[src/design/decode_control.sv]
`default_nettype none

module decode_control (
    input  logic clk,
    input  logic rst_n,
    input  logic flush,
    input  logic prev_stalled,
    input  logic next_stalled,
    output logic load_s1,
    output logic load_s2,
    output logic stall_prev,
    output logic stall_next
);

    logic valid_s1;
    logic valid_s2;
    logic drain_s2;

    assign drain_s2   = valid_s2 && !next_stalled;
    assign stall_next = !valid_s2;

    // Stage 2 takes when empty or emptying this cycle.
    assign load_s2    = valid_s1 && (!valid_s2 || drain_s2);

    // Stage 1 is stuck only if full and not moving on.
    assign stall_prev = valid_s1 && !load_s2;
    assign load_s1    = !prev_stalled && !stall_prev && !flush;

    always_ff @(posedge clk or negedge rst_n) begin
        if (!rst_n) begin
            valid_s1 <= 1'b0;
            valid_s2 <= 1'b0;
        end else if (flush) begin
            valid_s1 <= 1'b0;
            valid_s2 <= 1'b0;
        end else begin
            if (load_s1) begin
                valid_s1 <= 1'b1;
            end else if (load_s2) begin
                valid_s1 <= 1'b0;
            end

            if (load_s2) begin
                valid_s2 <= 1'b1;
            end else if (drain_s2) begin
                valid_s2 <= 1'b0;
            end
        end
    end

endmodule

`default_nettype wire

[config.mk]
export PLATFORM = sky130hd
export DESIGN_NAME = decode_control
export DESIGN_NICKNAME = d
export VERILOG_FILES = /design/src/design/decode_control.sv
export SDC_FILE = /design/constraint.sdc
export NUM_CORES = 1
export LEC_CHECK = 0
export BUFFER_PORTS_ARGS = -buffer_cell sky130_fd_sc_hd__buf_4
export CAP_MARGIN = 25
export CORE_AREA = 3 3 40 42
export CTS_CLUSTER_DIAMETER = 40
export DETAILED_ROUTE_END_ITERATION = 10
export DIE_AREA = 0 0 43 45
export PLACE_DENSITY = 0.34
export SYNTH_ARGS = -nofsm -noshare
export SYNTH_HDL_FRONTEND = slang
export SYNTH_SLANG_ARGS = --single-unit
[constraint.sdc]
create_clock -name clk -period 1.4 [get_ports clk]
set_input_delay 0.07 -clock clk [delete_from_list [all_inputs] [get_ports clk]]
set_output_delay 0.07 -clock clk [all_outputs]
set_load 0.01 [all_outputs]
==> impl_metrics.tcl, run 1 <==
set metrics [dict create \
    status "completed" \
    cts_buffer_depth 2 \
    peakVddDrop_uv 159 \
    ff2ff_setup_slack_ns 0.67 \
    drtIter0Drc 2 \
    grt_pass1_vias 136 \
    syn_nets 15 \
    power.density_mw_per_mm2 1050 \
    postSynthCellCount 10 \
    cts_tree "built" \
    min_to "valid_s1" \
    place_congestion 0.611 \
    dp.cells 33 \
    root_buffer "clkbuf_4" \
    crit_slowest_cell "dfrtp_1" \
    cts_setup_buffers 0 \
    clk_latency_ns 0.22 \
    crit_family "flip-flops" \
    rows 13 \
    setup-violations-final 0 \
    max_cap_violations 0 \
    avgSynthCellArea_um2 10.3 \
    antenna_cells 0 \
    startpoint_type "flip-flop" \
    drtAntennaViolNets 0 \
    hold_viol 0 \
    postLayoutCoreUtil_pct 16.7 \
    worstMarginPinSlew_ns 0.145 \
    via_count 110 \
    vias_per_cell 2.97 \
    clock-sinks 2 \
    die_area_mm2 0.00194 \
    r2r-start "valid_s2" \
    fmax_ghz 0.900 \
    fin_worst_skew_ns 0.00392 \
    drv_slew 0 \
    tns_ns 0 \
    crit_type "reg2out" \
    rsz0062_at_grt "no" \
    grt_max_degree 5 \
    worst_setup_path_end_kind "primary output" \
    slew_headroom_pct 90.3 \
    cts_max_level 1 \
    final_cells 37 \
    yosysSeqAreaShare_pct 48.8 \
    synth_xor_area_share_pct 0 \
    yosys_warnings 0 \
    synthMuxAreaShare_pct 0 \
    synth_seq_cells 2 \
    finalCritPeriodShare_pct 79.4 \
    timing.rr.end "valid_s2" \
    path_buf_inv 2 \
    area_delta_synth_final_pct 109 \
    grt_overflow 0 \
    ctsResizeCount 0 \
    crit_required_ns 1.33 \
    netlist_area_um2 103 \
    firstDrtPassIters 2 \
    finalNetCount 29 \
    fin_crit_ns 1.11 \
    drive_gt1_share_pct 63.6 \
    yosys.area_share.simple_pct 23.2 \
    antenna_found_initial 0 \
    path_clk_slew_ns 0.03 \
    p_leak_nw 0.105 \
    num_io_pins 9 \
    die_y_um 45 \
    synth_fa_ha_area_share_pct 0 \
    holdPathStages 2 \
    cp_cell_sequence "nand3_2, inv_1, nor3_2, buf_4" \
    cts_buffers 3 \
    wl_um 318 \
    r2r_cells 2 \
    slowest_delay_ns 0.41 \
    hold_class "in2reg" \
    wl_per_cell_um 8.59 \
    hold_buffers 1 \
    start_util_pct 7.98 \
    synth_top_family_by_area "simple AND/OR/NAND/NOR gates" \
    io_buffers 8 \
    route.detailed.drc 0 \
    synth_cell_types 8 \
    fillerInstances 143 \
    synth-compound-area-share_pct 20.7 \
    grt_first_pass_wirelength_um 558 \
    cp.arrival_ns 1.04 \
    die_x_um 43 \
    track_usage_pct 4.58 \
    core_area_mm2 0.00128 \
    path_max_fanout 4 \
    hp-start "flush" \
]
[stage by stage]
step	hold slack [ns]	worst slack [ns]	power (mW)	cell area, um2
final	0.0227	0.289	0.225	214
after global routing	0.0241	0.181	0.236	214
after CTS	0.0134	0.272	0.232	214
after detailed placement	-0.145	0.514	0.0960	181
after global placement	-0.145	0.546	0.0956	181
after floorplan	-0.226	0.596	0.0740	103
[placed cells by master (no fill, tap or decap)]
cell           netlist  final
dlygate4sd3_1        0      1
nor3_2               1      1
clkbuf_4             0      3
nand3_2              1      1
a21boi_0             1      1
nor2_1               1      1
buf_4                0      8
inv_1                2      2
dfrtp_1              2      2
a21oi_1              1      1
a21oi_2              1      1
[power by group]
group / switching, mW / internal [mW] / leakage (nW)
Clock: 0.0331 / 0.0946 / 0.0138
Combinational: 0.0132 / 0.0192 / 0.0649
Sequential: 0.00352 / 0.0614 / 0.0262
[final cells by class]
type,count,area [um2],area share (%)
clock buffer,3,22.5,10.5
inverter,2,7.51,3.51
multi-input combinational,6,45.0,21.1
sequential,2,50.0,23.4
tap,15,18.8,8.77
timing repair buffer,9,70.1,32.7
[state kept, by name, summed over array words and instances (netlist names)]
| signal | flops |
|---|---|
| valid_s1 | 1 |
| valid_s2 | 1 |
[worst max-delay path by stage]
stage,startpoint,to,cells after the start
global placement,valid_s2,load_s1,4
detailed placement,valid_s2,load_s1,4
floorplan,valid_s2,load_s1,3
global route,valid_s2,load_s1,4
CTS,valid_s2,load_s1,4
finish,valid_s2,load_s1,4
[synth_stat cells]
master | count | share of area, %
nand3_2 | 1 | 9.8
dfrtp_1 | 2 | 49
nor2_1 | 1 | 3.7
nor3_2 | 1 | 9.8
inv_1 | 2 | 7.3
a21oi_1 | 1 | 4.9
a21oi_2 | 1 | 8.5
a21boi_0 | 1 | 7.3
[cell families after synthesis]
| group | count (synthesis) |
|---|---|
| simple gates | 3 |
| compound gates | 3 |
| flops | 2 |
| buf+inv | 2 |
[layer usage]
metal,wire length (um),global-route usage (%),part of all wire (%),up-vias
li1,-,-,-,59
met1,178,5.54,56,42
met2,95,3.89,30,9
met3,44,2.79,14,0
met4,0,7.23,0,0
met5,0,0,0,-
No activity file was read; power rests on OpenSTA's default activity.
==> run 2, diff against run 1 <==
==> constraint.sdc (replaced) <==
create_clock -name clk -period 1.15 [get_ports clk]
set_input_delay 0.0575 -clock clk [delete_from_list [all_inputs] [get_ports clk]]
set_output_delay 0.0575 -clock clk [all_outputs]
set_load 0.01 [all_outputs]
==> impl_metrics.tcl, run 2 (synthesis gave the netlist of run 1 again) <==
set metrics [dict create \
    max_cap_violations 0 \
    die_x_um 43 \
    grt_overflow 0 \
    drtIter0Drc 1 \
    power.density_mw_per_mm2 1280 \
    track_usage_pct 4.41 \
    io_buffers 8 \
    final_cell_mix "8 x buf_4, 3 x clkbuf_4, 2 x inv_1" \
    fmax_ghz 0.925 \
    cts_buffer_depth 2 \
    cts_max_level 1 \
    worstMarginPinSlew_ns 0.154 \
    vias_per_cell 2.86 \
    grt_max_degree 5 \
    wl_um 325 \
    route.detailed.drc 0 \
    cp.arrival_ns 1.02 \
    fin_ws_ns 0.0690 \
    crit_required_ns 1.09 \
    post-place-ws_ns 0.288 \
    path_clk_slew_ns 0.03 \
    antenna_found_initial 0 \
    finalNetCount 29 \
    path_max_fanout 4 \
    wl_per_cell_um 8.78 \
    hold_class "in2reg" \
    setup-violations-final 0 \
    startpoint_type "flip-flop" \
    dpl_cell_area_um2 181 \
    cts_buffers 3 \
    die_area_mm2 0.00194 \
    rows 13 \
    fin_crit_ns 1.08 \
    drv_slew 0 \
    top_regs "valid_s1 (1), valid_s2 (1)" \
    core_area_mm2 0.00128 \
    hold_viol 0 \
    tns_ns 0 \
    place_congestion 0.615 \
    root_buffer "clkbuf_4" \
    area_delta_synth_final_pct 110 \
    p_leak_nw 0.103 \
    num_io_pins 9 \
    finalPower_mw 0.276 \
    grt_pass1_vias 129 \
    cts_tree "built" \
    grt_first_pass_wirelength_um 531 \
    clock-sinks 2 \
    drive_gt1_share_pct 68.2 \
    slew_headroom_pct 89.6 \
    finalCritPeriodShare_pct 94.0 \
    rsz0062_at_grt "no" \
    final_area_um2 215 \
    die_y_um 45 \
    firstDrtPassIters 2 \
    worst_setup_path_end_kind "primary output" \
    via_count 106 \
    drtAntennaViolNets 0 \
    start_util_pct 7.98 \
    crit_type "reg2out" \
    clk_latency_ns 0.23 \
    final_common_cell "buf_4" \
    fin_worst_skew_ns 0.00552 \
    antenna_cells 0 \
    holdWs_ns 0.00727 \
    peakVddDrop_uv 185 \
    status "completed" \
]
## run 2: cell types whose count changed in the layout (fill, tap and decap cells not counted)
| cell | previous run | this run |
|---|---|---|
| dfrtp_2 | 0 | 1 |
| dfrtp_1 | 2 | 1 |
## run 2: layer usage
| metal | track usage, % | share of wire, % | vias up | routed length [um] |
|---|---|---|---|---|
| met3 | 3.19 | 21 | 0 | 68 |
| li1 | - | - | 58 | - |
| met5 | 0 | 0 | - | 0 |
| met1 | 4.82 | 51 | 39 | 165 |
| met4 | 7.23 | 0 | 0 | 0 |
| met2 | 3.89 | 28 | 9 | 90 |
## run 2: worst paths after layout
| check | from | to | slack, ns | cells past startpoint |
|---|---|---|---|---|
| worst max-delay path | valid_s2 | load_s1 | 0.07 | 4 |
| worst min-delay path | flush | valid_s1 | 0.007 | 2 |
| worst max register to register | valid_s2 | valid_s2 | 0.42 | 2 |
| worst min register to register | valid_s1 | valid_s2 | 0.55 | 2 |
| max in group asynchronous | rst_n | valid_s2 | 0.89 | 2 |
| min in group asynchronous | rst_n | valid_s1 | 0.15 | 2 |
## run 2: layout make-up
cell class	count	area (um2)
fillers	143	1070
repair buffers	9	70.1
flip-flops and latches	2	51.3
multi-input cells	6	45.0
clock buffers	3	22.5
well taps	15	18.8
inverters	2	7.51
## run 2: critical path, stage by stage (launching register included)
cell and delay, ns:
dfrtp_2 0.41, nand3_2 0.09, inv_1 0.06, nor3_2 0.09, buf_4 0.14
## run 2: where the power goes
group	internal [mW]	leakage [nW]	switching, mW	total, mW
logic	0.0234	0.0649	0.0165	0.0399
registers	0.0751	0.0247	0.00409	0.0792
clock network	0.115	0.0138	0.0413	0.157
## run 2: what timing repair did
item | CTS | global route
gates resized for setup | 0 | 1
setup buffers | 0 | 0
hold buffers | 1 | 0
setup endpoints to repair | 0 | 1
endpoints found under the hold margin | 2 | 0
## run 2: stage by stage
step,util (%),instances
final,16.7,37
after global routing,16.7,37
after CTS,16.7,37
after global placement,14.1,33
after floorplan,-,10
after detailed placement,14.1,33
