**config.mk**
```make
export PLATFORM = sky130hd
export DESIGN_NAME = decode_regfile
export DESIGN_NICKNAME = d
export VERILOG_FILES = /design/src/design/decode_pkg.sv /design/src/design/decode_regfile.sv
export VERILOG_INCLUDE_DIRS = /design/src /design/src/design
export SDC_FILE = /design/constraint.sdc
export NUM_CORES = 2
export LEC_CHECK = 0
export ABC_AREA = 0
export BUFFER_PORTS_ARGS = -buffer_cell sky130_fd_sc_hd__buf_2
export CORE_MARGIN = 5
export CORE_UTILIZATION = 60
export DETAILED_ROUTE_END_ITERATION = 8
export PLACE_DENSITY_LB_ADDON = 0.25
export SLEW_MARGIN = 20
export SYNTH_ARGS = -nofsm -noshare
export SYNTH_HDL_FRONTEND = slang
export SYNTH_SLANG_ARGS = --single-unit
```
**constraint.sdc**
```tcl
create_clock -name clk -period 3.6 [get_ports clk]
set_clock_uncertainty 0.05 [all_clocks]
set_input_delay 0.72 -clock clk [delete_from_list [all_inputs] [get_ports clk]]
set_output_delay 0.72 -clock clk [all_outputs]
set_load 0.01 [all_outputs]
```
**src/design/decode_config.svh**
```systemverilog
`ifndef DECODE_CONFIG_SVH
`define DECODE_CONFIG_SVH

// Register width.
`define XLEN 64

// Address width.
`define ALEN 64

// Instruction width.
`define ILEN 32

`endif

```
**src/design/decode_pkg.sv**
```systemverilog
`default_nettype none

`include "decode_config.svh"

package decode_pkg;

    // Major opcodes, instruction bits 6:2.
    typedef enum logic [4:0] {
        OP_LOAD      = 5'b00_000,
        OP_MISC_MEM  = 5'b00_011,
        OP_OP_IMM    = 5'b00_100,
        OP_AUIPC     = 5'b00_101,
        OP_OP_IMM_32 = 5'b00_110,
        OP_STORE     = 5'b01_000,
        OP_OP        = 5'b01_100,
        OP_LUI       = 5'b01_101,
        OP_OP_32     = 5'b01_110,
        OP_BRANCH    = 5'b11_000,
        OP_JALR      = 5'b11_001,
        OP_JAL       = 5'b11_011,
        OP_SYSTEM    = 5'b11_100
    } opcode_t;

    localparam logic [3:0] CAUSE_ILLEGAL = 4'd2;

    typedef struct packed {
        logic [6:0] funct7;
        logic [4:0] rs2;
        logic [4:0] rs1;
        logic [2:0] funct3;
        logic [4:0] rd;
        logic [6:0] opcode;
    } r_fmt_t;

    typedef struct packed {
        logic [11:0] imm;
        logic [4:0]  rs1;
        logic [2:0]  funct3;
        logic [4:0]  rd;
        logic [6:0]  opcode;
    } i_fmt_t;

    typedef struct packed {
        logic [6:0] imm_hi;
        logic [4:0] rs2;
        logic [4:0] rs1;
        logic [2:0] funct3;
        logic [4:0] imm_lo;
        logic [6:0] opcode;
    } s_fmt_t;

    typedef struct packed {
        logic       imm12;
        logic [5:0] imm10_5;
        logic [4:0] rs2;
        logic [4:0] rs1;
        logic [2:0] funct3;
        logic [3:0] imm4_1;
        logic       imm11;
        logic [6:0] opcode;
    } b_fmt_t;

    typedef struct packed {
        logic [19:0] imm;
        logic [4:0]  rd;
        logic [6:0]  opcode;
    } u_fmt_t;

    typedef struct packed {
        logic       imm20;
        logic [9:0] imm10_1;
        logic       imm11;
        logic [7:0] imm19_12;
        logic [4:0] rd;
        logic [6:0] opcode;
    } j_fmt_t;

    // One word, every format view.
    typedef union packed {
        r_fmt_t r;
        i_fmt_t i;
        s_fmt_t s;
        b_fmt_t b;
        u_fmt_t u;
        j_fmt_t j;
    } instr_u;

    typedef struct packed {
        logic             exception;
        logic [3:0]       trap_cause;
        logic [`ILEN-1:0] instruction;
        logic [`ALEN-1:0] addr;
        logic [`ALEN-1:0] next_addr;
    } fetch_t;

    typedef struct packed {
        logic             exception;
        logic [3:0]       trap_cause;
        logic [`ILEN-1:0] instruction;
        logic [`ALEN-1:0] addr;
        logic [`ALEN-1:0] next_addr;
        logic [`ILEN-1:0] expanded;
    } expanded_t;

    // Register zero means no forward.
    typedef struct packed {
        logic [4:0]       rd;
        logic [`XLEN-1:0] data;
    } bypass_t;

    typedef struct packed {
        logic             exception;
        logic [3:0]       trap_cause;
        logic             is_jump;
        logic             is_reg_write;
        logic [`ILEN-1:0] original_instruction;
        logic [`ALEN-1:0] addr;
        logic [`ALEN-1:0] next_addr;
        logic [4:0]       opcode;
        logic [4:0]       rd;
        logic [2:0]       funct3;
        logic [4:0]       rs1;
        logic [4:0]       rs2;
        logic [6:0]       funct7;
        logic [`XLEN-1:0] rs1_data;
        logic [`XLEN-1:0] rs2_data;
        logic [11:0]      i_imm;
        logic [11:0]      s_imm;
        logic [11:0]      b_imm;
        logic [19:0]      u_imm;
        logic [19:0]      j_imm;
    } decoded_t;

endpackage

`default_nettype wire

```
**src/design/decode_regfile.sv**
```systemverilog
`default_nettype none

`include "decode_config.svh"

module decode_regfile
    import decode_pkg::*;
(
    input  logic             clk,
    input  logic             rst_n,
    input  logic [4:0]       rs1_sel,
    input  logic [4:0]       rs2_sel,
    output logic [`XLEN-1:0] rd1_data,
    output logic [`XLEN-1:0] rd2_data,
    input  bypass_t          write
);

    // No storage for x0.
    logic [`XLEN-1:0] regs [1:31];

    always_ff @(posedge clk or negedge rst_n) begin
        if (!rst_n) begin
            for (int i = 1; i < 32; i++) begin
                regs[i] <= '0;
            end
        end else if (write.rd != 5'd0) begin
            regs[write.rd] <= write.data;
        end
    end

    assign rd1_data = (rs1_sel == 5'd0) ? '0 : regs[rs1_sel];
    assign rd2_data = (rs2_sel == 5'd0) ? '0 : regs[rs2_sel];

endmodule

`default_nettype wire

```
==> results by stage <==
Logic synthesis:
- The number of different library cells used by synthesis comes to 38.
- The post-synth design cell area is 106,000 µm².
- For this run, the register share of the synthesized area comes to 0.466.
- The post-synthesis net count is 7,375.
- The flip-flop and latch count after synthesis is 1,984.
- Yosys printed 0 warnings.
- The multiplexer area fraction after synthesis is 0.437.
- The main combinational cell family by area after synthesis is multiplexers.
- In this run the mean area of a mapped cell was 14.6 µm².
- The compound-cell area share of the yosys netlist is 0.0410.
- Of the total synthesized cell area, the portion taken by AND, OR, NAND and NOR gates is 0.0222.
- Of the total synthesized cell area, the portion taken by full adders, half adders and majority gates is 0.
- The cell count after synthesis came out at 7,294.
- The synthesized-area fraction occupied by xor and xnor cells is 0.

Detailed routing:
- After detailed routing, the total wire length is 336 mm.
- The detailed-router iteration count before antenna repair is 6.
- The number of DRC markers in iteration 0 is 7,857.
- Detailed routing inserted a total of 72,100 vias.
- The wire length per cell is 33.4 µm.
- The count of nets left with antenna violations after detail routing is 0.
- After detailed routing, the number of remaining DRC violations is 0.
- The via density per instance is 7.17.

Worst setup path:
- The category of the worst setup path launch point is an input pin.
- In this design, the stage delay of the slowest critical-path cell is 0.30 ns.
- The endpoint arrival time on the critical path is 2.84 ns.
- The most repeated library cell on the critical path is buf_16.
- STA classifies the critical path endpoint as an output pin.
- The critical path in this run is classified as input pin to output pin.
- The maximum net fanout on the critical path is 17.
- The signal on the critical path passes through buf_12 > buf_16 > buf_16 > buf_4 > mux2i_1 > a22o_1 > nor3_1 > a31oi_1 > o211ai_1 > buf_2.
- The sum of buffers and inverters on the critical path is 5.
- The critical path's slowest cell is mux2i_1.
- The critical path's top delay family is buffers and inverters.
- The worst path required time is 2.83 ns.

GRT:
- The first global-routing pass estimated 501 mm of wire.
- For this run, the total global-route usage over all layers was measured as 0.360.
- The via count of the first global-routing pass is 74,900.
- Entering global routing, the biggest net connects 117 pins.
- The number of antenna violations at the first check in global routing is 36.
- The total overflow reported by the global router is 0.

Finish:
- The register with the most flip-flops in the layout has 1,984 of them.
- The final cell area excluding filler cells is 122,000 µm².
- In the layout the commonest cells are mux2_2 (2,187), dfrtp_1 (1,984), mux4_2 (780).
- Measured on the finished design, the core utilization comes to 0.691.
- The number of standard cells in the final layout excluding fillers is 10,100.
- The share of layout cells above drive strength 1 is 0.545.
- The largest registers in the layout are regs (1984).
- The register with the most flip-flops is regs.
- The library cell used most frequently in the layout, excluding fill and tap cells, is mux2_2.
- The post-layout net count is 7,599.
- The growth of design area from synthesis to finish is 14.4%.

Power and ir drop:
- The cell leakage power is 51.7 nW.
- The total power per unit cell area is 582 nW/µm².
- Across the VDD grid, the largest voltage drop is 0.497 mV.

CTS:
- The clock drives 1,984 sinks.
- In this run the number of H-tree levels came out at 4.
- The total clock buffers created by CTS is 207.
- The clock transition at the registers of the reported paths is 0.06 ns.
- Counting along the longest clock path gives a buffer depth of 3.
- TritonCTS built the clock tree.
- The later pin in the worst-skew pair is clocked with a latency of 0.84 ns.
- The cell at the root of the clock tree is clkbuf_16.

Placement:
- The global placement routability congestion is 0.861.
- In this run the tool buffered the top-level ports with 208 buffer cells.
- Counting tap cells, the placed design contains a total of 9,634 instances.
- The HPWL reported at the end of detailed placement is 202 mm.
- Summing all placed instances gives a cell area of 114,000 µm².

Run:
- The number of maximum-capacitance violations is 0.

STA:
- The part of the cycle the worst path needs is 1.00.
- The max-slew violation count came to 0.
- The final-report hold violation count is 0.
- The final worst-path setup slack is -0.00625 ns.
- The number of setup violations in the final report is 1.
- The maximum clock frequency is 277 MHz.
- For the pin with the worst max-slew slack, the measured transition is 1.14 ns.
- The worst pin sits at a relative slew slack of 0.240.
- The clock period minus worst slack is 3.61 ns.
- Setup repair after global routing left no endpoint under its margin.

Min path:
- The path class of the tightest hold or removal check is input pin to register.

Floorplanning:
- The standard-cell row count is 154.
- The die covers 186,000 µm².
- The width of the die is 431 µm.
- In this run the count of I/O pins placed on the die edge is 209.
- From bottom edge to top edge, the die measures 431 µm.
- For this configuration, the core starts out at a cell density of 0.604.
- The core outline area is 176,000 µm².

Run status:
- The flow ran to the end, but the final reports show violations.
- The final reports fail on setup timing.
-- worst paths after layout --
path,startpoint,endpoint,slack [ns],depth (start not counted)
worst max register to register,regs[451],regs[451],2.72,1
worst min-delay path,write[41],regs[425],0.44,2
worst max-delay path,rs1_sel[0],rd1_data[40],-0.006,10
worst min register to register,regs[1656],regs[1656],0.47,1
max in group asynchronous,rst_n,regs[307],1.78,4
min in group asynchronous,rst_n,regs[1676],0.49,2
-- synth_stat cells --
master	number	area share
nor2_1	91	0.0032
clkbuf_1	448	0.016
o22ai_1	17	0.0010
a22o_1	23	0.0019
a31oi_1	83	0.0049
buf_2	251	0.012
buf_1	51	0.0018
dfrtp_1	1984	0.47
or2_1	6	0.00035
mux4_2	780	0.17
nor2b_1	120	0.0071
a221oi_1	126	0.010
a211o_1	6	0.00049
nor2_2	1	0.000059
buf_6	10	0.0011
o211ai_1	75	0.0053
o21ai_0	77	0.0036
o32a_1	27	0.0025
nand3b_1	3	0.00021
o22a_1	4	0.00033
or3_1	5	0.00029
a2111oi_0	4	0.00033
nor3_2	4	0.00038
mux2i_1	430	0.040
buf_4	38	0.0027
a21oi_1	81	0.0038
a211oi_1	15	0.0011
nand2_1	165	0.0058
mux2_2	2187	0.23
nor3b_1	3	0.00021
o221ai_1	33	0.0027
nor3_1	83	0.0039
inv_1	12	0.00042
nand3_1	2	0.000094
nand2b_1	7	0.00041
o31ai_1	1	0.000071
a22oi_1	37	0.0026
and2_1	4	0.00024
-- metrics by stage --
step,worst slack [ns],power (mW),TNS [ns],hold WS (ns)
floorplan,0.435,42.6,0,0.374
global placement,-0.0742,47.1,-0.162,0.450
detailed placement,-0.0758,48.1,-0.160,0.459
CTS,0.00290,70.8,0,0.378
global route,0.00109,73.7,0,0.425
finish,-0.00625,70.9,-0.00625,0.437
-- cell type report --
cell class / instances / area, µm²
Clock inverter: 86 / 1060
Inverter: 12 / 45.0
Timing Repair Buffer: 813 / 8210
Sequential cell: 1984 / 49600
Multi-Input combinational cell: 4500 / 53600
Clock buffer: 306 / 6230
Fill cell: 11700 / 54500
Antenna cell: 25 / 62.6
Tap cell: 2340 / 2930
-- routing by layer --
metal / vias to the layer above / track usage / share of wire
met2: 3986 / 0.561 / 0.47
li1: 28500 / - / -
met3: 971 / 0.0827 / 0.095
met4: 6 / 0.168 / 0.054
met5: - / 0 / 0.00013
met1: 38600 / 0.488 / 0.38
-- where the power goes --
group	switching (mW)	internal, mW
registers	4.09	27.5
clock network	9.40	13.4
logic	6.48	10.1
-- kinds of logic (layout without fill, tap and decap cells) --
family	count (synthesis)	after routing
and+or+nand+nor	494	494
AOI/OAI and AO/OA	609	609
DFF	1984	1984
buffers and inverters	810	1217
other	0	25
muxes	3397	3397
-- what timing repair did --
action,in CTS,in global routing
setup buffers,4,9
pin swaps,1,0
endpoints found under the hold margin,31,0
cloned,0,1
endpoints found under the setup margin,8,40
hold buffers,1,0
gates resized for setup,11,32
(Power assumes the default switching activity.)
