$ cat src/design/decode_config.svh
`ifndef DECODE_CONFIG_SVH
`define DECODE_CONFIG_SVH

// Register width.
`define XLEN 64

// Address width.
`define ALEN 64

// Instruction width.
`define ILEN 32

`endif

$ cat src/design/decode_pkg.sv
`default_nettype none

`include "decode_config.svh"

package decode_pkg;

    // Major opcodes, instruction bits 6:2.
    typedef enum logic [4:0] {
        OP_LOAD      = 5'b00_000,
        OP_MISC_MEM  = 5'b00_011,
        OP_OP_IMM    = 5'b00_100,
        OP_AUIPC     = 5'b00_101,
        OP_OP_IMM_32 = 5'b00_110,
        OP_STORE     = 5'b01_000,
        OP_OP        = 5'b01_100,
        OP_LUI       = 5'b01_101,
        OP_OP_32     = 5'b01_110,
        OP_BRANCH    = 5'b11_000,
        OP_JALR      = 5'b11_001,
        OP_JAL       = 5'b11_011,
        OP_SYSTEM    = 5'b11_100
    } opcode_t;

    localparam logic [3:0] CAUSE_ILLEGAL = 4'd2;

    typedef struct packed {
        logic [6:0] funct7;
        logic [4:0] rs2;
        logic [4:0] rs1;
        logic [2:0] funct3;
        logic [4:0] rd;
        logic [6:0] opcode;
    } r_fmt_t;

    typedef struct packed {
        logic [11:0] imm;
        logic [4:0]  rs1;
        logic [2:0]  funct3;
        logic [4:0]  rd;
        logic [6:0]  opcode;
    } i_fmt_t;

    typedef struct packed {
        logic [6:0] imm_hi;
        logic [4:0] rs2;
        logic [4:0] rs1;
        logic [2:0] funct3;
        logic [4:0] imm_lo;
        logic [6:0] opcode;
    } s_fmt_t;

    typedef struct packed {
        logic       imm12;
        logic [5:0] imm10_5;
        logic [4:0] rs2;
        logic [4:0] rs1;
        logic [2:0] funct3;
        logic [3:0] imm4_1;
        logic       imm11;
        logic [6:0] opcode;
    } b_fmt_t;

    typedef struct packed {
        logic [19:0] imm;
        logic [4:0]  rd;
        logic [6:0]  opcode;
    } u_fmt_t;

    typedef struct packed {
        logic       imm20;
        logic [9:0] imm10_1;
        logic       imm11;
        logic [7:0] imm19_12;
        logic [4:0] rd;
        logic [6:0] opcode;
    } j_fmt_t;

    // One word, every format view.
    typedef union packed {
        r_fmt_t r;
        i_fmt_t i;
        s_fmt_t s;
        b_fmt_t b;
        u_fmt_t u;
        j_fmt_t j;
    } instr_u;

    typedef struct packed {
        logic             exception;
        logic [3:0]       trap_cause;
        logic [`ILEN-1:0] instruction;
        logic [`ALEN-1:0] addr;
        logic [`ALEN-1:0] next_addr;
    } fetch_t;

    typedef struct packed {
        logic             exception;
        logic [3:0]       trap_cause;
        logic [`ILEN-1:0] instruction;
        logic [`ALEN-1:0] addr;
        logic [`ALEN-1:0] next_addr;
        logic [`ILEN-1:0] expanded;
    } expanded_t;

    // Register zero means no forward.
    typedef struct packed {
        logic [4:0]       rd;
        logic [`XLEN-1:0] data;
    } bypass_t;

    typedef struct packed {
        logic             exception;
        logic [3:0]       trap_cause;
        logic             is_jump;
        logic             is_reg_write;
        logic [`ILEN-1:0] original_instruction;
        logic [`ALEN-1:0] addr;
        logic [`ALEN-1:0] next_addr;
        logic [4:0]       opcode;
        logic [4:0]       rd;
        logic [2:0]       funct3;
        logic [4:0]       rs1;
        logic [4:0]       rs2;
        logic [6:0]       funct7;
        logic [`XLEN-1:0] rs1_data;
        logic [`XLEN-1:0] rs2_data;
        logic [11:0]      i_imm;
        logic [11:0]      s_imm;
        logic [11:0]      b_imm;
        logic [19:0]      u_imm;
        logic [19:0]      j_imm;
    } decoded_t;

endpackage

`default_nettype wire

$ cat src/design/decode_explode.sv
`default_nettype none

`include "decode_config.svh"

module decode_explode
    import decode_pkg::*;
(
    input  logic             clk,
    input  logic             rst_n,
    input  logic             load,
    input  expanded_t        s1,
    input  bypass_t          bypass_exec,
    input  bypass_t          bypass_writeback,
    output logic [4:0]       rs1_sel,
    output logic [4:0]       rs2_sel,
    input  logic [`XLEN-1:0] rd1_data,
    input  logic [`XLEN-1:0] rd2_data,
    output decoded_t         decoded
);

    instr_u   ins;
    opcode_t  op;
    logic     known;
    logic     illegal;
    decoded_t s2_next;

    // Exec beats writeback, x0 always reads zero.
    function automatic logic [`XLEN-1:0] operand(input logic [4:0]       sel,
                                                 input logic [`XLEN-1:0] rf_data,
                                                 input bypass_t          ex,
                                                 input bypass_t          wb);
        logic [`XLEN-1:0] value;
        if (sel == 5'd0) begin
            value = '0;
        end else if (ex.rd == sel) begin
            value = ex.data;
        end else if (wb.rd == sel) begin
            value = wb.data;
        end else begin
            value = rf_data;
        end
        return value;
    endfunction

    assign ins     = s1.expanded;
    assign op      = opcode_t'(ins.r.opcode[6:2]);
    assign rs1_sel = ins.r.rs1;
    assign rs2_sel = ins.r.rs2;

    always_comb begin
        case (op)
            OP_LOAD, OP_MISC_MEM, OP_OP_IMM, OP_AUIPC, OP_OP_IMM_32, OP_STORE,
            OP_OP, OP_LUI, OP_OP_32, OP_BRANCH, OP_JALR, OP_JAL, OP_SYSTEM: known = 1'b1;
            default: known = 1'b0;
        endcase
    end

    assign illegal = !known || ins.r.opcode[1:0] != 2'b11;

    always_comb begin
        s2_next.exception            = s1.exception || illegal;
        s2_next.trap_cause           = s1.exception ? s1.trap_cause : CAUSE_ILLEGAL;
        s2_next.is_jump              = op inside {OP_JAL, OP_JALR, OP_BRANCH};
        s2_next.is_reg_write         = ins.r.rd != 5'd0 &&
                                       op inside {OP_LUI, OP_AUIPC, OP_JAL, OP_JALR, OP_OP,
                                                  OP_OP_IMM, OP_OP_32, OP_OP_IMM_32, OP_LOAD};
        s2_next.original_instruction = s1.instruction;
        s2_next.addr                 = s1.addr;
        s2_next.next_addr            = s1.next_addr;
        s2_next.opcode               = ins.r.opcode[6:2];
        s2_next.rd                   = ins.r.rd;
        s2_next.funct3               = ins.r.funct3;
        s2_next.rs1                  = ins.r.rs1;
        s2_next.rs2                  = ins.r.rs2;
        s2_next.funct7               = ins.r.funct7;
        s2_next.rs1_data             = operand(ins.r.rs1, rd1_data, bypass_exec,
                                               bypass_writeback);
        s2_next.rs2_data             = operand(ins.r.rs2, rd2_data, bypass_exec,
                                               bypass_writeback);
        s2_next.i_imm                = ins.i.imm;
        s2_next.s_imm                = {ins.s.imm_hi, ins.s.imm_lo};
        s2_next.b_imm                = {ins.b.imm12, ins.b.imm11, ins.b.imm10_5, ins.b.imm4_1};
        s2_next.u_imm                = ins.u.imm;
        s2_next.j_imm                = {ins.j.imm20, ins.j.imm19_12, ins.j.imm11,
                                        ins.j.imm10_1};
    end

    // Operand data is held, not refreshed, while stalled.
    always_ff @(posedge clk or negedge rst_n) begin
        if (!rst_n) begin
            decoded <= '0;
        end else if (load) begin
            decoded <= s2_next;
        end
    end

endmodule

`default_nettype wire

$ cat config.mk
export PLATFORM = sky130hd
export DESIGN_NAME = decode_explode
export DESIGN_NICKNAME = d
export VERILOG_FILES = /design/src/design/decode_pkg.sv /design/src/design/decode_explode.sv
export VERILOG_INCLUDE_DIRS = /design/src /design/src/design
export SDC_FILE = /design/constraint.sdc
export NUM_CORES = 1
export LEC_CHECK = 0
export ABC_CLOCK_PERIOD_IN_PS = 1100
export BUFFER_PORTS_ARGS = -buffer_cell sky130_fd_sc_hd__buf_2
export CAP_MARGIN = 10
export CORE_AREA = 2 2 341 343
export CTS_CLUSTER_DIAMETER = 100
export DETAILED_ROUTE_END_ITERATION = 12
export DIE_AREA = 0 0 343 345
export GPL_ROUTABILITY_DRIVEN = 0
export GPL_TIMING_DRIVEN = 0
export SLEW_MARGIN = 20
export SYNTH_ARGS = -nofsm -noshare
export SYNTH_HDL_FRONTEND = slang
export SYNTH_SLANG_ARGS = --single-unit
$ cat constraint.sdc
create_clock -name clk -period 1.1 [get_ports clk]
set_clock_uncertainty 0.05 [all_clocks]
set_input_delay 0 -clock clk [delete_from_list [all_inputs] [get_ports clk]]
set_output_delay 0 -clock clk [all_outputs]
set_load 0.03 [all_outputs]
==> results_dict.tcl <==
set metrics [dict create \
    p_sw_share_pct 33.8 \
    timing.hold.ws_ns -0.714 \
    die_y_um 345 \
    end_kind "output pin" \
    yosysMostFrequentCell "dfrtp_1" \
    fin_crit_ns 1.48 \
    slew_headroom_pct 28.4 \
    grt.total_usage_pct 19.2 \
    portBuffers 875 \
    power.switching_mw 15.7 \
    p_int_mw 30.6 \
    synth_area_leader_cell "dfrtp_1" \
    die_x_um 343 \
    fin_cells 4299 \
    outcome "finished with violations" \
    synth.area.top_cells "dfrtp_1 (52%), mux2_2 (19%), a221o_1 (8.2%)" \
    cp-start-kind "flop" \
    synth_edf_count 0 \
    insertion_delay_ns 0.60 \
    critPathMaxFanout 5 \
    synth_fa_ha_area_share_pct 0.399 \
    power_density_mw_per_mm2 1340 \
    start_util_pct 13.6 \
    power.leakage_nw 15.8 \
    fp.dieArea_mm2 0.118 \
    path_clk_slew_ns 0.06 \
    setup_viol 531 \
    cts_buffers 46 \
    rows 125 \
    failed_checks "negative hold slack, negative setup slack" \
    drv_cap 0 \
    yosysWarnings 0 \
    drtIter0Drc 990 \
    pwr-share-clk_pct 33.8 \
    dpl_cell_area_mm2 0.0224 \
    root_buffer "clkbuf_16" \
    ys_seq_elements 325 \
    ant_nets 0 \
    dp.cells 3541 \
    synthArstFlopShare_pct 100 \
    post-place-ws_ns -1.50 \
    firstDrtPassIters 5 \
    grt_start_max_net_pins 88 \
    grt_pass1_vias 18300 \
    largestRegisters "decoded (325)" \
    crit_required_ns 1.05 \
    combPwrFrac_pct 34.7 \
    yosysTopAreaCellShare_pct 51.9 \
    post-route-drc-count 0 \
    final_cell_area_mm2 0.0345 \
    syn_avg_cell_area_um2 13.8 \
    hp-class "input pin to asynchronous set/reset pin" \
    core-area_mm2 0.115 \
    synth_compound_area_share_pct 8.88 \
    vias 17400 \
    synth.distinct_cells 34 \
    worst_slack_ns -0.375 \
    drive_gt1_share_pct 61.4 \
    setup_tns_ns -90.19 \
    synth-simple-area-share_pct 6.35 \
    tritoncts "built" \
    cts_buffer_depth 3 \
    synthesis.area_mm2 0.0157 \
    grt_pass1_wl_um 155000 \
    rsz0062_at_grt "yes" \
    fmax_mhz 678 \
    sequentialPowerShare_pct 31.5 \
    nets 3185 \
    synth.area.mux_share_pct 24.4 \
    worstPathArrival_ns 1.43 \
    wl_um 119000 \
    power_mw 46.3 \
    syn-instance-count 1132 \
    wl_per_cell_um 27.7 \
    ir_drop_mv 0.888 \
    worstMarginPinSlew_ns 1.07 \
    synth-xor-area-share_pct 1.12 \
    syn2layout_area_growth_pct 120 \
    finalCoreUtilization_pct 30.0 \
    synthesis.nets 1603 \
    largest_register_ffs 325 \
    top_register "decoded" \
    worstSetupPathType "flop to output pin" \
    synth_top_family_by_area "multiplexers" \
    fin_crit_sh_pct 134 \
    via_per_inst 4.04 \
    synth_top_cells_by_count "dfrtp_1 (325), mux2_2 (259), nor2b_1 (129)" \
    hold_violations 243 \
    ys.flop_type "dfrtp_1" \
    final_max_slew_viol_count 0 \
    pin_count 877 \
    cts_max_level 2 \
    yosysSeqAreaShare_pct 51.9 \
    antenna_found_initial 59 \
    dp_hpwl_um 85200 \
    clock_sinks 325 \
    grt_overflow 0 \
]
worst max-delay path, stage by stage, from the launching register on:
cell and delay, ns:
dfrtp_2 0.51, buf_6 0.16, buf_6 0.13
final timing paths:
| check | from | to | slack, ns | cells past startpoint |
|---|---|---|---|---|
| setup / recovery | decoded[68]$_DFFE_PN0P_ | decoded[32] | -0.38 | 2 |
| hold / removal | rst_n | decoded[149]$_DFFE_PN0P_ | -0.71 | 1 |
| setup reg to reg | decoded[192]$_DFFE_PN0P_ | decoded[192]$_DFFE_PN0P_ | -0.11 | 4 |
| hold reg to reg | decoded[267]$_DFFE_PN0P_ | decoded[267]$_DFFE_PN0P_ | 0.48 | 1 |
| max in group asynchronous | rst_n | decoded[240]$_DFFE_PN0P_ | 0.29 | 3 |
| min in group clk | s1[3] | decoded[394]$_DFFE_PN0P_ | 0.05 | 5 |
cell families after synthesis:
logic type / after synthesis
DFF: 325
muxes: 320
buffers and inverters: 166
and+or+nand+nor: 152
AOI/OAI and AO/OA: 144
xor gates and xnor gates: 20
adders and majority gates: 5
area by class of cell:
cell class | count | area, µm²
fill | 11500 | 80600
timing repair buffer | 1536 | 14100
sequential | 325 | 8180
multi-input combinational | 641 | 6750
tap | 1524 | 1910
buffer | 157 | 1910
clock buffer | 60 | 1270
clock inverter | 23 | 274
antenna | 26 | 65.1
inverter | 7 | 26.3
cells in the final DEF (no fill, tap or decap), types with 5 or more instances in the layout:
| cell | count |
|---|---|
| buf_6 | 514 |
| buf_2 | 462 |
| dlygate4sd3_1 | 455 |
| dfrtp_1 | 291 |
| mux2_2 | 226 |
| buf_4 | 151 |
| nor2b_1 | 129 |
| a221o_1 | 128 |
| mux2_4 | 93 |
| clkbuf_16 | 54 |
| buf_12 | 43 |
| dfrtp_2 | 34 |
| buf_16 | 32 |
| diode_2 | 26 |
| buf_8 | 15 |
| clkbuf_1 | 14 |
| clkinv_2 | 9 |
| clkbuf_8 | 8 |
| inv_1 | 7 |
| xnor2_1 | 7 |
| xor2_1 | 5 |
| clkbuf_2 | 5 |
| ha_1 | 5 |
per-layer routing:
layer / global-route usage (%) / vias to the layer above / part of all wire [%]
met5: 0 / - / 0.13
met2: 32.3 / 1069 / 47
met4: 5.77 / 24 / 3.9
li1: - / 7302 / -
met1: 22.1 / 8700 / 38
met3: 7.77 / 276 / 10
power by group through the flow:
stage | logic, mW | clock network, mW | registers (mW)
floorplan | 3.63 | 0 | 16.7
global placement | 10.6 | 0 | 14.3
detailed placement | 10.8 | 0 | 14.3
CTS | 15.6 | 16.0 | 14.5
global route | 16.7 | 16.5 | 14.7
finish | 16.1 | 15.6 | 14.6
timing repair:
action                                  CTS  global route
setup endpoints to repair               616           532
endpoints found under the hold margin   568           245
cloned                                   28             5
hold buffers                            455             1
buffers inserted                        118            49
resized for setup                      1106            89
pin swaps                                59            72
Note: power is estimated with default switching activity, not from simulation.
