**src/design/decode_config.svh**
```systemverilog
`ifndef DECODE_CONFIG_SVH
`define DECODE_CONFIG_SVH

// Register width.
`define XLEN 64

// Address width.
`define ALEN 64

// Instruction width.
`define ILEN 32

`endif

```
**src/design/decode_pkg.sv**
```systemverilog
`default_nettype none

`include "decode_config.svh"

package decode_pkg;

    // Major opcodes, instruction bits 6:2.
    typedef enum logic [4:0] {
        OP_LOAD      = 5'b00_000,
        OP_MISC_MEM  = 5'b00_011,
        OP_OP_IMM    = 5'b00_100,
        OP_AUIPC     = 5'b00_101,
        OP_OP_IMM_32 = 5'b00_110,
        OP_STORE     = 5'b01_000,
        OP_OP        = 5'b01_100,
        OP_LUI       = 5'b01_101,
        OP_OP_32     = 5'b01_110,
        OP_BRANCH    = 5'b11_000,
        OP_JALR      = 5'b11_001,
        OP_JAL       = 5'b11_011,
        OP_SYSTEM    = 5'b11_100
    } opcode_t;

    localparam logic [3:0] CAUSE_ILLEGAL = 4'd2;

    typedef struct packed {
        logic [6:0] funct7;
        logic [4:0] rs2;
        logic [4:0] rs1;
        logic [2:0] funct3;
        logic [4:0] rd;
        logic [6:0] opcode;
    } r_fmt_t;

    typedef struct packed {
        logic [11:0] imm;
        logic [4:0]  rs1;
        logic [2:0]  funct3;
        logic [4:0]  rd;
        logic [6:0]  opcode;
    } i_fmt_t;

    typedef struct packed {
        logic [6:0] imm_hi;
        logic [4:0] rs2;
        logic [4:0] rs1;
        logic [2:0] funct3;
        logic [4:0] imm_lo;
        logic [6:0] opcode;
    } s_fmt_t;

    typedef struct packed {
        logic       imm12;
        logic [5:0] imm10_5;
        logic [4:0] rs2;
        logic [4:0] rs1;
        logic [2:0] funct3;
        logic [3:0] imm4_1;
        logic       imm11;
        logic [6:0] opcode;
    } b_fmt_t;

    typedef struct packed {
        logic [19:0] imm;
        logic [4:0]  rd;
        logic [6:0]  opcode;
    } u_fmt_t;

    typedef struct packed {
        logic       imm20;
        logic [9:0] imm10_1;
        logic       imm11;
        logic [7:0] imm19_12;
        logic [4:0] rd;
        logic [6:0] opcode;
    } j_fmt_t;

    // One word, every format view.
    typedef union packed {
        r_fmt_t r;
        i_fmt_t i;
        s_fmt_t s;
        b_fmt_t b;
        u_fmt_t u;
        j_fmt_t j;
    } instr_u;

    typedef struct packed {
        logic             exception;
        logic [3:0]       trap_cause;
        logic [`ILEN-1:0] instruction;
        logic [`ALEN-1:0] addr;
        logic [`ALEN-1:0] next_addr;
    } fetch_t;

    typedef struct packed {
        logic             exception;
        logic [3:0]       trap_cause;
        logic [`ILEN-1:0] instruction;
        logic [`ALEN-1:0] addr;
        logic [`ALEN-1:0] next_addr;
        logic [`ILEN-1:0] expanded;
    } expanded_t;

    // Register zero means no forward.
    typedef struct packed {
        logic [4:0]       rd;
        logic [`XLEN-1:0] data;
    } bypass_t;

    typedef struct packed {
        logic             exception;
        logic [3:0]       trap_cause;
        logic             is_jump;
        logic             is_reg_write;
        logic [`ILEN-1:0] original_instruction;
        logic [`ALEN-1:0] addr;
        logic [`ALEN-1:0] next_addr;
        logic [4:0]       opcode;
        logic [4:0]       rd;
        logic [2:0]       funct3;
        logic [4:0]       rs1;
        logic [4:0]       rs2;
        logic [6:0]       funct7;
        logic [`XLEN-1:0] rs1_data;
        logic [`XLEN-1:0] rs2_data;
        logic [11:0]      i_imm;
        logic [11:0]      s_imm;
        logic [11:0]      b_imm;
        logic [19:0]      u_imm;
        logic [19:0]      j_imm;
    } decoded_t;

endpackage

`default_nettype wire

```
**src/design/decode_decompress.sv**
```systemverilog
`default_nettype none

`include "decode_config.svh"

module decode_decompress
    import decode_pkg::*;
(
    input  logic      clk,
    input  logic      rst_n,
    input  logic      load,
    input  fetch_t    fetch,
    output expanded_t s1
);

    logic [15:0]      c;
    logic [4:0]       rd_full;
    logic [4:0]       rs2_full;
    logic [4:0]       rp_lo;
    logic [4:0]       rp_hi;
    logic [11:0]      ci_imm;
    logic [11:0]      mem_off;
    logic [12:0]      br_off;
    logic [20:0]      j_off;
    logic [`ILEN-1:0] expanded;
    logic             illegal;
    expanded_t        s1_next;

    assign c        = fetch.instruction[15:0];
    assign rd_full  = c[11:7];
    assign rs2_full = c[6:2];

    // Compressed registers cover x8 to x15.
    assign rp_lo    = {2'b01, c[4:2]};
    assign rp_hi    = {2'b01, c[9:7]};

    assign ci_imm   = {{6{c[12]}}, c[12], c[6:2]};

    // Word offset shared by C.LW and C.SW.
    assign mem_off  = {5'b0, c[5], c[12:10], c[6], 2'b00};

    assign br_off   = {{4{c[12]}}, c[12], c[6:5], c[2], c[11:10], c[4:3], 1'b0};

    assign j_off    = {{9{c[12]}}, c[12], c[8], c[10:9], c[6], c[7], c[2], c[11],
                       c[5:3], 1'b0};

    always_comb begin
        illegal  = 1'b0;
        expanded = fetch.instruction;
        if (c[1:0] != 2'b11) begin
            case ({c[1:0], c[15:13]})
                // C.LW
                5'b00_010: expanded = {mem_off, rp_hi, 3'b010, rp_lo, 7'b0000011};
                // C.SW
                5'b00_110: expanded = {mem_off[11:5], rp_lo, rp_hi, 3'b010, mem_off[4:0],
                                       7'b0100011};
                // C.ADDI
                5'b01_000: expanded = {ci_imm, rd_full, 3'b000, rd_full, 7'b0010011};
                // C.LI
                5'b01_010: expanded = {ci_imm, 5'd0, 3'b000, rd_full, 7'b0010011};
                // C.J
                5'b01_101: expanded = {j_off[20], j_off[10:1], j_off[11], j_off[19:12],
                                       5'd0, 7'b1101111};
                // C.BEQZ
                5'b01_110: expanded = {br_off[12], br_off[10:5], 5'd0, rp_hi, 3'b000,
                                       br_off[4:1], br_off[11], 7'b1100011};
                // C.BNEZ
                5'b01_111: expanded = {br_off[12], br_off[10:5], 5'd0, rp_hi, 3'b001,
                                       br_off[4:1], br_off[11], 7'b1100011};
                5'b10_100: begin
                    if (!c[12] && rd_full != 5'd0 && rs2_full == 5'd0) begin
                        // C.JR
                        expanded = {12'd0, rd_full, 3'b000, 5'd0, 7'b1100111};
                    end else if (!c[12] && rd_full != 5'd0) begin
                        // C.MV
                        expanded = {7'd0, rs2_full, 5'd0, 3'b000, rd_full, 7'b0110011};
                    end else if (c[12] && rd_full != 5'd0 && rs2_full != 5'd0) begin
                        // C.ADD
                        expanded = {7'd0, rs2_full, rd_full, 3'b000, rd_full, 7'b0110011};
                    end else begin
                        illegal = 1'b1;
                    end
                end
                default: illegal = 1'b1;
            endcase
        end
    end

    always_comb begin
        s1_next.exception   = fetch.exception || illegal;
        s1_next.trap_cause  = fetch.exception ? fetch.trap_cause :
                              illegal         ? CAUSE_ILLEGAL    : fetch.trap_cause;
        s1_next.instruction = fetch.instruction;
        s1_next.addr        = fetch.addr;
        s1_next.next_addr   = fetch.next_addr;
        s1_next.expanded    = expanded;
    end

    always_ff @(posedge clk or negedge rst_n) begin
        if (!rst_n) begin
            s1 <= '0;
        end else if (load) begin
            s1 <= s1_next;
        end
    end

endmodule

`default_nettype wire

```
**config.mk**
```make
export PLATFORM = sky130hd
export DESIGN_NAME = decode_decompress
export DESIGN_NICKNAME = d
export VERILOG_FILES = /design/src/design/decode_pkg.sv /design/src/design/decode_decompress.sv
export VERILOG_INCLUDE_DIRS = /design/src /design/src/design
export SDC_FILE = /design/constraint.sdc
export NUM_CORES = 1
export LEC_CHECK = 0
export ABC_CLOCK_PERIOD_IN_PS = 800
export BUFFER_PORTS_ARGS = -buffer_cell sky130_fd_sc_hd__buf_2
export CAP_MARGIN = 40
export CORE_MARGIN = 2
export CORE_UTILIZATION = 30
export CTS_BUF_LIST = sky130_fd_sc_hd__clkbuf_16
export CTS_CLUSTER_DIAMETER = 120
export DETAILED_ROUTE_END_ITERATION = 7
export PLACE_DENSITY = 0.63
export RECOVER_POWER = 100
export SYNTH_ARGS = -nofsm -noshare
export SYNTH_HDL_FRONTEND = slang
export SYNTH_SLANG_ARGS = --single-unit
```
**constraint.sdc**
```tcl
create_clock -name clk -period 0.8 [get_ports clk]
set_input_delay 0.12 -clock clk [delete_from_list [all_inputs] [get_ports clk]]
set_output_delay 0.12 -clock clk [all_outputs]
set_load 0.02 [all_outputs]
```
==> results.txt, run 1 <==
The number of library cell types mapped by synthesis is 64. More flip-flops sit in one register than any other, and that register is s1. The critical path is of the primary input to flop type.

Using the TritonRoute via totals, the vias-per-cell ratio works out to 4.832. Across the run, the number of max-cap violations was 0. The power density of the placed cells came out at 1818 nW/um^2. The post-synthesis register bit count is 197. On the critical path the largest part of the delay comes from simple AND/OR/NAND/NOR gates. The register with the most flip-flops in the layout has 197 of them.

During synthesis, Yosys emitted a total of 0 warnings. The biggest area contributor in the post-synthesis netlist is sky130_fd_sc_hd__dfrtp_1. Of the cells placed in the final design, the portion with a size suffix greater than 1 is 62.74%. The DRC violation total after the first TritonRoute iteration is 519. Compared with the post-synthesis result, the final layout area differs by 100.4%. From bottom edge to top edge, the die measures 169.9 um. The TritonCTS sink count is 197. The critical path goes through buf_6 -> or4_4 -> or3_4 -> o21ai_2 -> a21oi_2 -> a221o_1.

Setup repair after global routing could not meet its margin everywhere. Of the post-synthesis cell area, the dominant cell type holds 59.72%. The number of antenna diodes in the final layout is 0. The number of failing setup endpoints in the final timing report is 373. The setup slack of the most critical reg-to-reg path is -0.20 ns. The number of iterations in the first detailed-routing pass is 5. The maximum number of pins on one net before global-route repair came out at 49. Sequential elements use 59.72% of the synthesized area.

Wires add up to 34,810 um. The run finished, with violations left. The leading cell type by number of instances after synthesis is sky130_fd_sc_hd__dfrtp_1.

The combined area of all synthesized cells is 8255 um^2. The multi-input combinational cell area came out at 3789 um^2. The via count of the first global-routing pass was 8,643. The most used flip-flop cell after synthesis is sky130_fd_sc_hd__dfrtp_1. The worst hold path belongs to the class primary input to flop. The final hold violation count is 2. The synthesized net count came out at 787. The tree is rooted in a sky130_fd_sc_hd__clkbuf_16. The slew at the pin closest to its max-slew limit came out at 0.5263 ns. The final critical-path required period came out at 1.399 ns. The buffer levels on the longest clock path came out at 2.

STA classifies the critical path endpoint as a flop. The delay contributed by the slowest stage of the critical path came out at 0.59 ns. The H-tree level count is 4. The number of input and output port buffers inserted is 364. The global-route total usage across every layer came out at 22.34%.

Across all layers, the routed design uses 8,132 vias. The static leakage power came out at 0.007883 uW. The total DRC errors in the routed layout came out at 0. The core region is 26,950 um^2. The final-layout fill cell count is 1,881. The first-pass GRT wire length came out at 49,510 um. The initial antenna violation count came out at 0. The startpoint identified for the worst register-to-register timing path is s1[2]. TritonCTS built the clock tree.

A synthesized cell averages 13.34 um^2. The number of placed instances with taps included came out at 1,404. The number of cells on the worst reg-to-reg path is 3.

The routed length per instance is 20.68 um. The share of the clock period used by the worst path came out at 174.8%. Along the worst hold path, the cell count comes to 3. The worst hold path terminates at s1[17].

The standard cell with the maximum stage delay on the critical path is sky130_fd_sc_hd__or4_4. The largest registers in the layout are s1 x197. The starting utilization of the core area came out at 30.63%. The endpoint of the lowest-slack register-to-register path is s1[2].

The HPWL after detailed placement is 20,090 um. The antenna violation net count after detailed routing is 0. The final layout net count came out at 1,497. The post-route non-filler standard cell count came out at 1,683. Data on the critical path is required at its endpoint by 1.11 ns. Of all flip-flops after synthesis, the portion carrying an async set or reset was 100.0%. The final number of max-transition violations was 0.

The remaining global-route overflow is 0. By count the netlist is led by sky130_fd_sc_hd__dfrtp_1, sky130_fd_sc_hd__mux2_2, sky130_fd_sc_hd__nor2_1, sky130_fd_sc_hd__clkbuf_1, sky130_fd_sc_hd__o21ai_0. The die is 169.9 um wide. The data arrival time at the worst-slack endpoint came out at 1.70 ns. The row count is 60. The buffering stage count on the worst path with inverters included came out at 1. The clock insertion delay at the later pin of the skew report is 0.43 ns. The count of hold-fix buffers inserted at cts is 146. Prior to clock tree synthesis, the placed netlist has a worst setup slack of -1.074 ns. The startpoint class of the critical path is a primary input. In this run the worst path has a maximum fanout of 5. The area taken by flip-flops and latches came out at 4946 um^2. After synthesis, the cell types taking the most area are sky130_fd_sc_hd__dfrtp_1, sky130_fd_sc_hd__mux2_2, sky130_fd_sc_hd__nor2_1. The peak supply drop is 1166 uV. The die covers 28,860 um^2. The I/O pin count came out at 365. The final reports fail on hold timing, setup timing. The final worst hold slack is -0.01208 ns.

The post-synthesis cell count came out at 619. The source of the worst hold timing path is fetch[145]. The final critical-path setup slack is -0.5985 ns. At the end of routability-driven placement, the weighted congestion stood at 0.9249. Buffers inserted during clock tree synthesis total 17. Clock skew on the completed layout was measured at 0 ns.

The highest clock rate came out at 715.0 MHz. The worst pin sits at a relative slew slack of 64.91%. After clock tree synthesis, the clock-pin slew on the worst setup and hold paths is 0.08 ns. In this run, synthesis inferred 0 flip-flops with an integrated enable.
## cell families (layout without fill, tap and decap cells)
family / Yosys count / count (layout) / synth area share (%)
flip-flops: 197 / 197 / 59.72
multiplexers: 163 / 163 / 22.19
AO/OA/AOI/OAI: 112 / 112 / 9.049
AND/OR/NAND/NOR: 99 / 99 / 6.351
buffers and inverters: 47 / 770 / 2.576
adder cells (fa/ha/maj): 1 / 1 / 0.1213
## through the flow
stage / util [%] / setup TNS, ns / area [um^2] / hold WS (ns) / total power [uW]
2_1_floorplan: - / -50.24 / 9140 / -0.1756 / 15140
3_3_place_gp: 44.06 / -72.52 / 11870 / 0.04570 / 17670
3_5_place_dp: 44.06 / -75.43 / 11870 / 0.04310 / 17750
4_1_cts: 58.93 / -80.95 / 15880 / -0.02342 / 29320
5_1_grt: 61.38 / -105.80 / 16540 / -0.007693 / 31170
6_report: 61.38 / -85.11 / 16540 / -0.01208 / 30070
## metal layers
layer | vias up | GRT usage [%] | part of all wire (%)
li1 | 3654 | - | -
met1 | 4034 | 26.42 | 38
met2 | 366 | 39.09 | 51
met3 | 78 | 5.302 | 6.5
met4 | 0 | 9.142 | 3.5
met5 | - | 0 | 0
## area by class of cell
| cell class | count | area share, % |
|---|---|---|
| clock buffers | 17 | 2.572 |
| well taps | 341 | 2.579 |
| multi-input cells | 375 | 22.90 |
| clock inverters | 15 | 1.089 |
| repair buffers | 731 | 40.80 |
| flip-flops and latches | 197 | 29.90 |
| inverters | 7 | 0.1588 |
## worst register-to-register path, delay by kind of cell (launching register included)
kind / cells / cell delay, ns
flops: 1 / 0.39
buf+inv: 1 / 0.13
compound gates: 1 / 0.10
simple gates: 1 / 0.27
## power breakdown
group	internal [uW]	total (uW)	switching, uW
Combinational	5300	9190	3890
Sequential	11000	11900	899
Clock	4520	8980	4470
Total	20800	30100	9260
## placed cells by master (no fill, tap or decap), drive strengths merged, types with 4 or more instances in the layout
cell type / netlist / routed
dfrtp: 197 / 197
nor3: 6 / 6
clkinv: 1 / 7
nor2b: 4 / 4
and2: 7 / 7
o21ai: 34 / 34
mux2: 160 / 160
o2bb2ai: 4 / 4
a21oi: 15 / 15
dlygate4sd3: 0 / 145
clkbuf: 31 / 19
a31oi: 16 / 16
o22ai: 6 / 6
a221oi: 5 / 5
nand2b: 8 / 8
buf: 9 / 583
nor2: 36 / 36
inv: 6 / 14
nand2: 17 / 17
## worst max-delay path by stage
stage | slack (ns) | endpoint | cells after the start | startpoint
2_1_floorplan | -0.82 | s1[8] | 5 | fetch[134]
3_3_place_gp | -1.04 | s1[8] | 6 | fetch[130]
3_5_place_dp | -1.07 | s1[9] | 6 | fetch[130]
4_1_cts | -0.56 | s1[9] | 6 | fetch[134]
5_1_grt | -0.62 | s1[192] | 7 | fetch[134]
6_report | -0.60 | s1[9] | 6 | fetch[134]
## repair_timing
action,4_1_cts,5_1_grt
setup endpoints to repair,235,331
gates cloned,1,0
setup buffers,63,65
pin swaps,43,12
hold endpoints to repair,354,1
gates resized for setup,452,93
No activity file was read; power rests on OpenSTA's default activity.
==> inputs of run 2 (changes only) <==
--- a/config.mk
+++ b/config.mk
@@ -9,13 +9,15 @@
 export ABC_CLOCK_PERIOD_IN_PS = 800
 export BUFFER_PORTS_ARGS = -buffer_cell sky130_fd_sc_hd__buf_2
 export CAP_MARGIN = 40
+export CELL_PAD_IN_SITES_DETAIL_PLACEMENT = 1
+export CELL_PAD_IN_SITES_GLOBAL_PLACEMENT = 1
 export CORE_MARGIN = 2
 export CORE_UTILIZATION = 30
 export CTS_BUF_LIST = sky130_fd_sc_hd__clkbuf_16
 export CTS_CLUSTER_DIAMETER = 120
 export DETAILED_ROUTE_END_ITERATION = 7
-export PLACE_DENSITY = 0.63
-export RECOVER_POWER = 100
+export PLACE_DENSITY = 0.77
+export RECOVER_POWER = 50
 export SYNTH_ARGS = -nofsm -noshare
 export SYNTH_HDL_FRONTEND = slang
 export SYNTH_SLANG_ARGS = --single-unit
==> run 2 against run 1 <==
  * Clock skew unchanged
  * Wire length up 28%
  * The run ends with setup timing left
  * Clock power up 2.2%
  * Register-to-register slack about the same
  * Sequential cell count unchanged
  * Global-route usage up 5.7 points
  * Cell count up 1.2%
  * Largest cell class unchanged
  * Critical endpoint unchanged
  * First-iteration DRC count down 13%
==> results.txt, run 2 (synthesized netlist as in run 1, its figures left out) <==
The worst hold path belongs to the class primary input to flop. The row count came out at 60 (unchanged). The power density of the placed cells is 1851 nW/um^2 (+1.8%). The final reports fail on setup timing. The post-route clock skew is 0 ns (unchanged). The data arrival time at the worst-slack endpoint was 1.72 ns (+0.02 ns).

The final critical-path required period came out at 1.409 ns (+0.01038 ns). The via count of the first global-routing pass came out at 9,518 (+10%). The post-detailed-placement half-perimeter wirelength was 23,480 um (+17%).

The switching power as a share of total power was 32.85% (+2.1 points). The static leakage power is 0.008012 uW (+1.6%). The via-per-instance ratio is 5.103 (+5.6%). The final number of max-transition violations came out at 0 (unchanged). The TritonCTS sink count came out at 197 (unchanged). The area of the die is 28,860 um^2 (unchanged). The remaining global-route overflow is 0 (unchanged). In this run the clock root is driven by a sky130_fd_sc_hd__clkbuf_16. The run finished, with violations left. The die width came out at 169.9 um (unchanged).

The slew at the pin closest to its max-slew limit is 0.5562 ns (+0.02990 ns). The maximum number of pins on one net before global-route repair came to 36 (-27%). The signal on the critical path passes through buf_6 -> or4_4 -> or3_4 -> o21ai_2 -> a21oi_2 -> a221o_1. The highest clock rate was 709.8 MHz (-0.74%). The number of buffers created by CTS came out at 17 (unchanged). The clock slew seen by the registers of the worst setup and hold paths came out at 0.09 ns (about the same). The buffer levels on the longest clock path is 2 (unchanged). The total DRC errors in the routed layout came to 0 (unchanged). The peak supply drop came out at 1330 uV (+14%). The antenna violation net count after detailed routing is 0 (unchanged). The global-route total usage across every layer is 28.06% (+5.7 points). The number of failing setup endpoints in the final timing report was 530 (+42%). The minimum setup slack after placement came out at -1.056 ns (+0.01789 ns). The relative max-transition margin came out at 62.92% (-2.0 points). The area inside the core boundary came to 26,950 um^2 (unchanged). The proportion of power drawn by combinational gates came out at 31.5% (+0.9 points). TritonCTS built the clock tree. Setup repair after global routing could not meet its margin everywhere. In the layout the commonest cells are sky130_fd_sc_hd__buf_6, sky130_fd_sc_hd__dfrtp_1, sky130_fd_sc_hd__buf_2. The first-pass GRT wire length is 60,640 um (+22%).

The design internal power came to 20,800 uW (about the same). The DRC violation total after the first TritonRoute iteration came out at 451 (-13%). The placed cell area is 11,860 um^2 (-0.14%). The flip-flop count of the largest register after layout is 197 (unchanged). The layout cell share with drive strength beyond 1 came to 61.87% (-0.88 points). The clock share of power is 29.6% (-0.3 points).

The final RePlAce weighted congestion is 0.9226 (-0.25%). The clock insertion delay at the later pin of the skew report is 0.43 ns (about the same). The cell area after layout is 16,740 um^2 (+1.2%). STA classifies the critical path startpoint as a primary input. The worst setup path is captured at a flop. The total via count in the routed design was 8,695 (+6.9%). The largest fanout of any net on the critical path came out at 5 (unchanged). The setup slack of the most critical reg-to-reg path is -0.19 ns (about the same).

The power spent charging and discharging nets came to 10,170 uW (+9.9%). The part of the power in registers came to 38.9% (-0.7 points). The routed length per instance came out at 26.20 um (+27%). The reported max-cap violation count came out at 0 (unchanged). The initial antenna violation count came out at 3 (+3). The starting utilization of the core area came out at 30.63% (unchanged).

On the critical path, the stage with the largest delay is an instance of sky130_fd_sc_hd__or4_4. In the final layout, the registers with the most flip-flops are s1 x197. The I/O pin count was 365 (unchanged). The share of the clock period used by the worst path was 176.1% (+1.3 points). The critical path required time came to 1.11 ns (about the same).

The number of iterations in the first detailed-routing pass is 5 (unchanged). The leading cell type in the layout, fill and taps excluded is sky130_fd_sc_hd__buf_6. The wire length reported by the detailed router is 44,640 um (+28%). The number of input and output port buffers inserted came out at 364 (unchanged). The setup path with the least slack is of type primary input to flop. The area overhead of the layout relative to synthesis came out at 102.8%.

The H-tree level count came to 4 (unchanged). The final critical-path setup slack is -0.6089 ns (-0.01038 ns). The die height came out at 169.9 um (unchanged). The delay contributed by the slowest stage of the critical path came to 0.59 ns (about the same). The utilization after layout is 62.11% (+0.73 points). The final layout net count is 1,516 (+1.3%). The final hold violation count came out at 0 (-2). The register ranked first by flip-flop count is s1.
[run 2: metrics by stage]
stage / setup TNS [ns] / cells / power (uW) / hold WS, ns
6_report: -96.77 / 1704 / 30970 / 0.03072
5_1_grt: -116.38 / 1704 / 32030 / 0.01272
4_1_cts: -85.16 / 1666 / 29680 / 0.003912
3_5_place_dp: -74.92 / 1400 / 17890 / 0.01291
3_3_place_gp: -72.02 / 1400 / 17660 / 0.01730
2_1_floorplan: -50.24 / 619 / 15140 / -0.1756
[run 2: power by group through the flow]
stage / clock network [uW] / registers [uW] / logic [uW]
2_1_floorplan: 0 / 13000 / 2140
3_3_place_gp: 0 / 11700 / 5980
3_5_place_dp: 0 / 11800 / 6120
4_1_cts: 9200 / 11800 / 8690
5_1_grt: 9780 / 12100 / 10100
6_report: 9180 / 12000 / 9750
[run 2: per-layer routing]
layer / vias up / global-route usage [%] / share of wire [%]
li1: 3696 / - / -
met1: 4430 / 30.96 / 36
met2: 413 / 52.07 / 53
met3: 154 / 5.628 / 5.4
met4: 2 / 12.45 / 5.6
met5: - / 0 / 0.029
[run 2: path summary, 6_finish.rpt]
| check | from | end | depth (start not counted) |
|---|---|---|---|
| max | fetch[134] | s1[9] | 6 |
| min | fetch[150] | s1[182] | 2 |
| max reg2reg | s1[17] | s1[17] | 4 |
| min reg2reg | s1[12] | s1[12] | 1 |
| max in group asynchronous | rst_n | s1[59] | 3 |
| min in group asynchronous | rst_n | s1[38] | 2 |
[run 2: repair_timing]
item / 4_1_cts / 5_1_grt
buffers inserted: 85 / 72
hold buffers: 151 / 0
endpoints found under the hold margin: 356 / 0
pin swaps: 19 / 18
endpoints found under the setup margin: 238 / 370
gates resized for setup: 433 / 117
[run 2: cell type report]
class / instances / area (um^2)
fillers: 2685 / 10210
repair buffers: 750 / 6953
flip-flops and latches: 197 / 4946
multi-input cells: 375 / 3765
well taps: 341 / 426.7
clock buffers: 17 / 425.4
clock inverters: 15 / 191.4
inverters: 7 / 26.28
diodes: 2 / 5.005
[run 2: critical path, delay by kind of cell]
kind | cells | cell delay, ns
buffers and inverters | 1 | 0.10
AOI/OAI and AO/OA | 3 | 0.51
and+or+nand+nor | 2 | 0.98
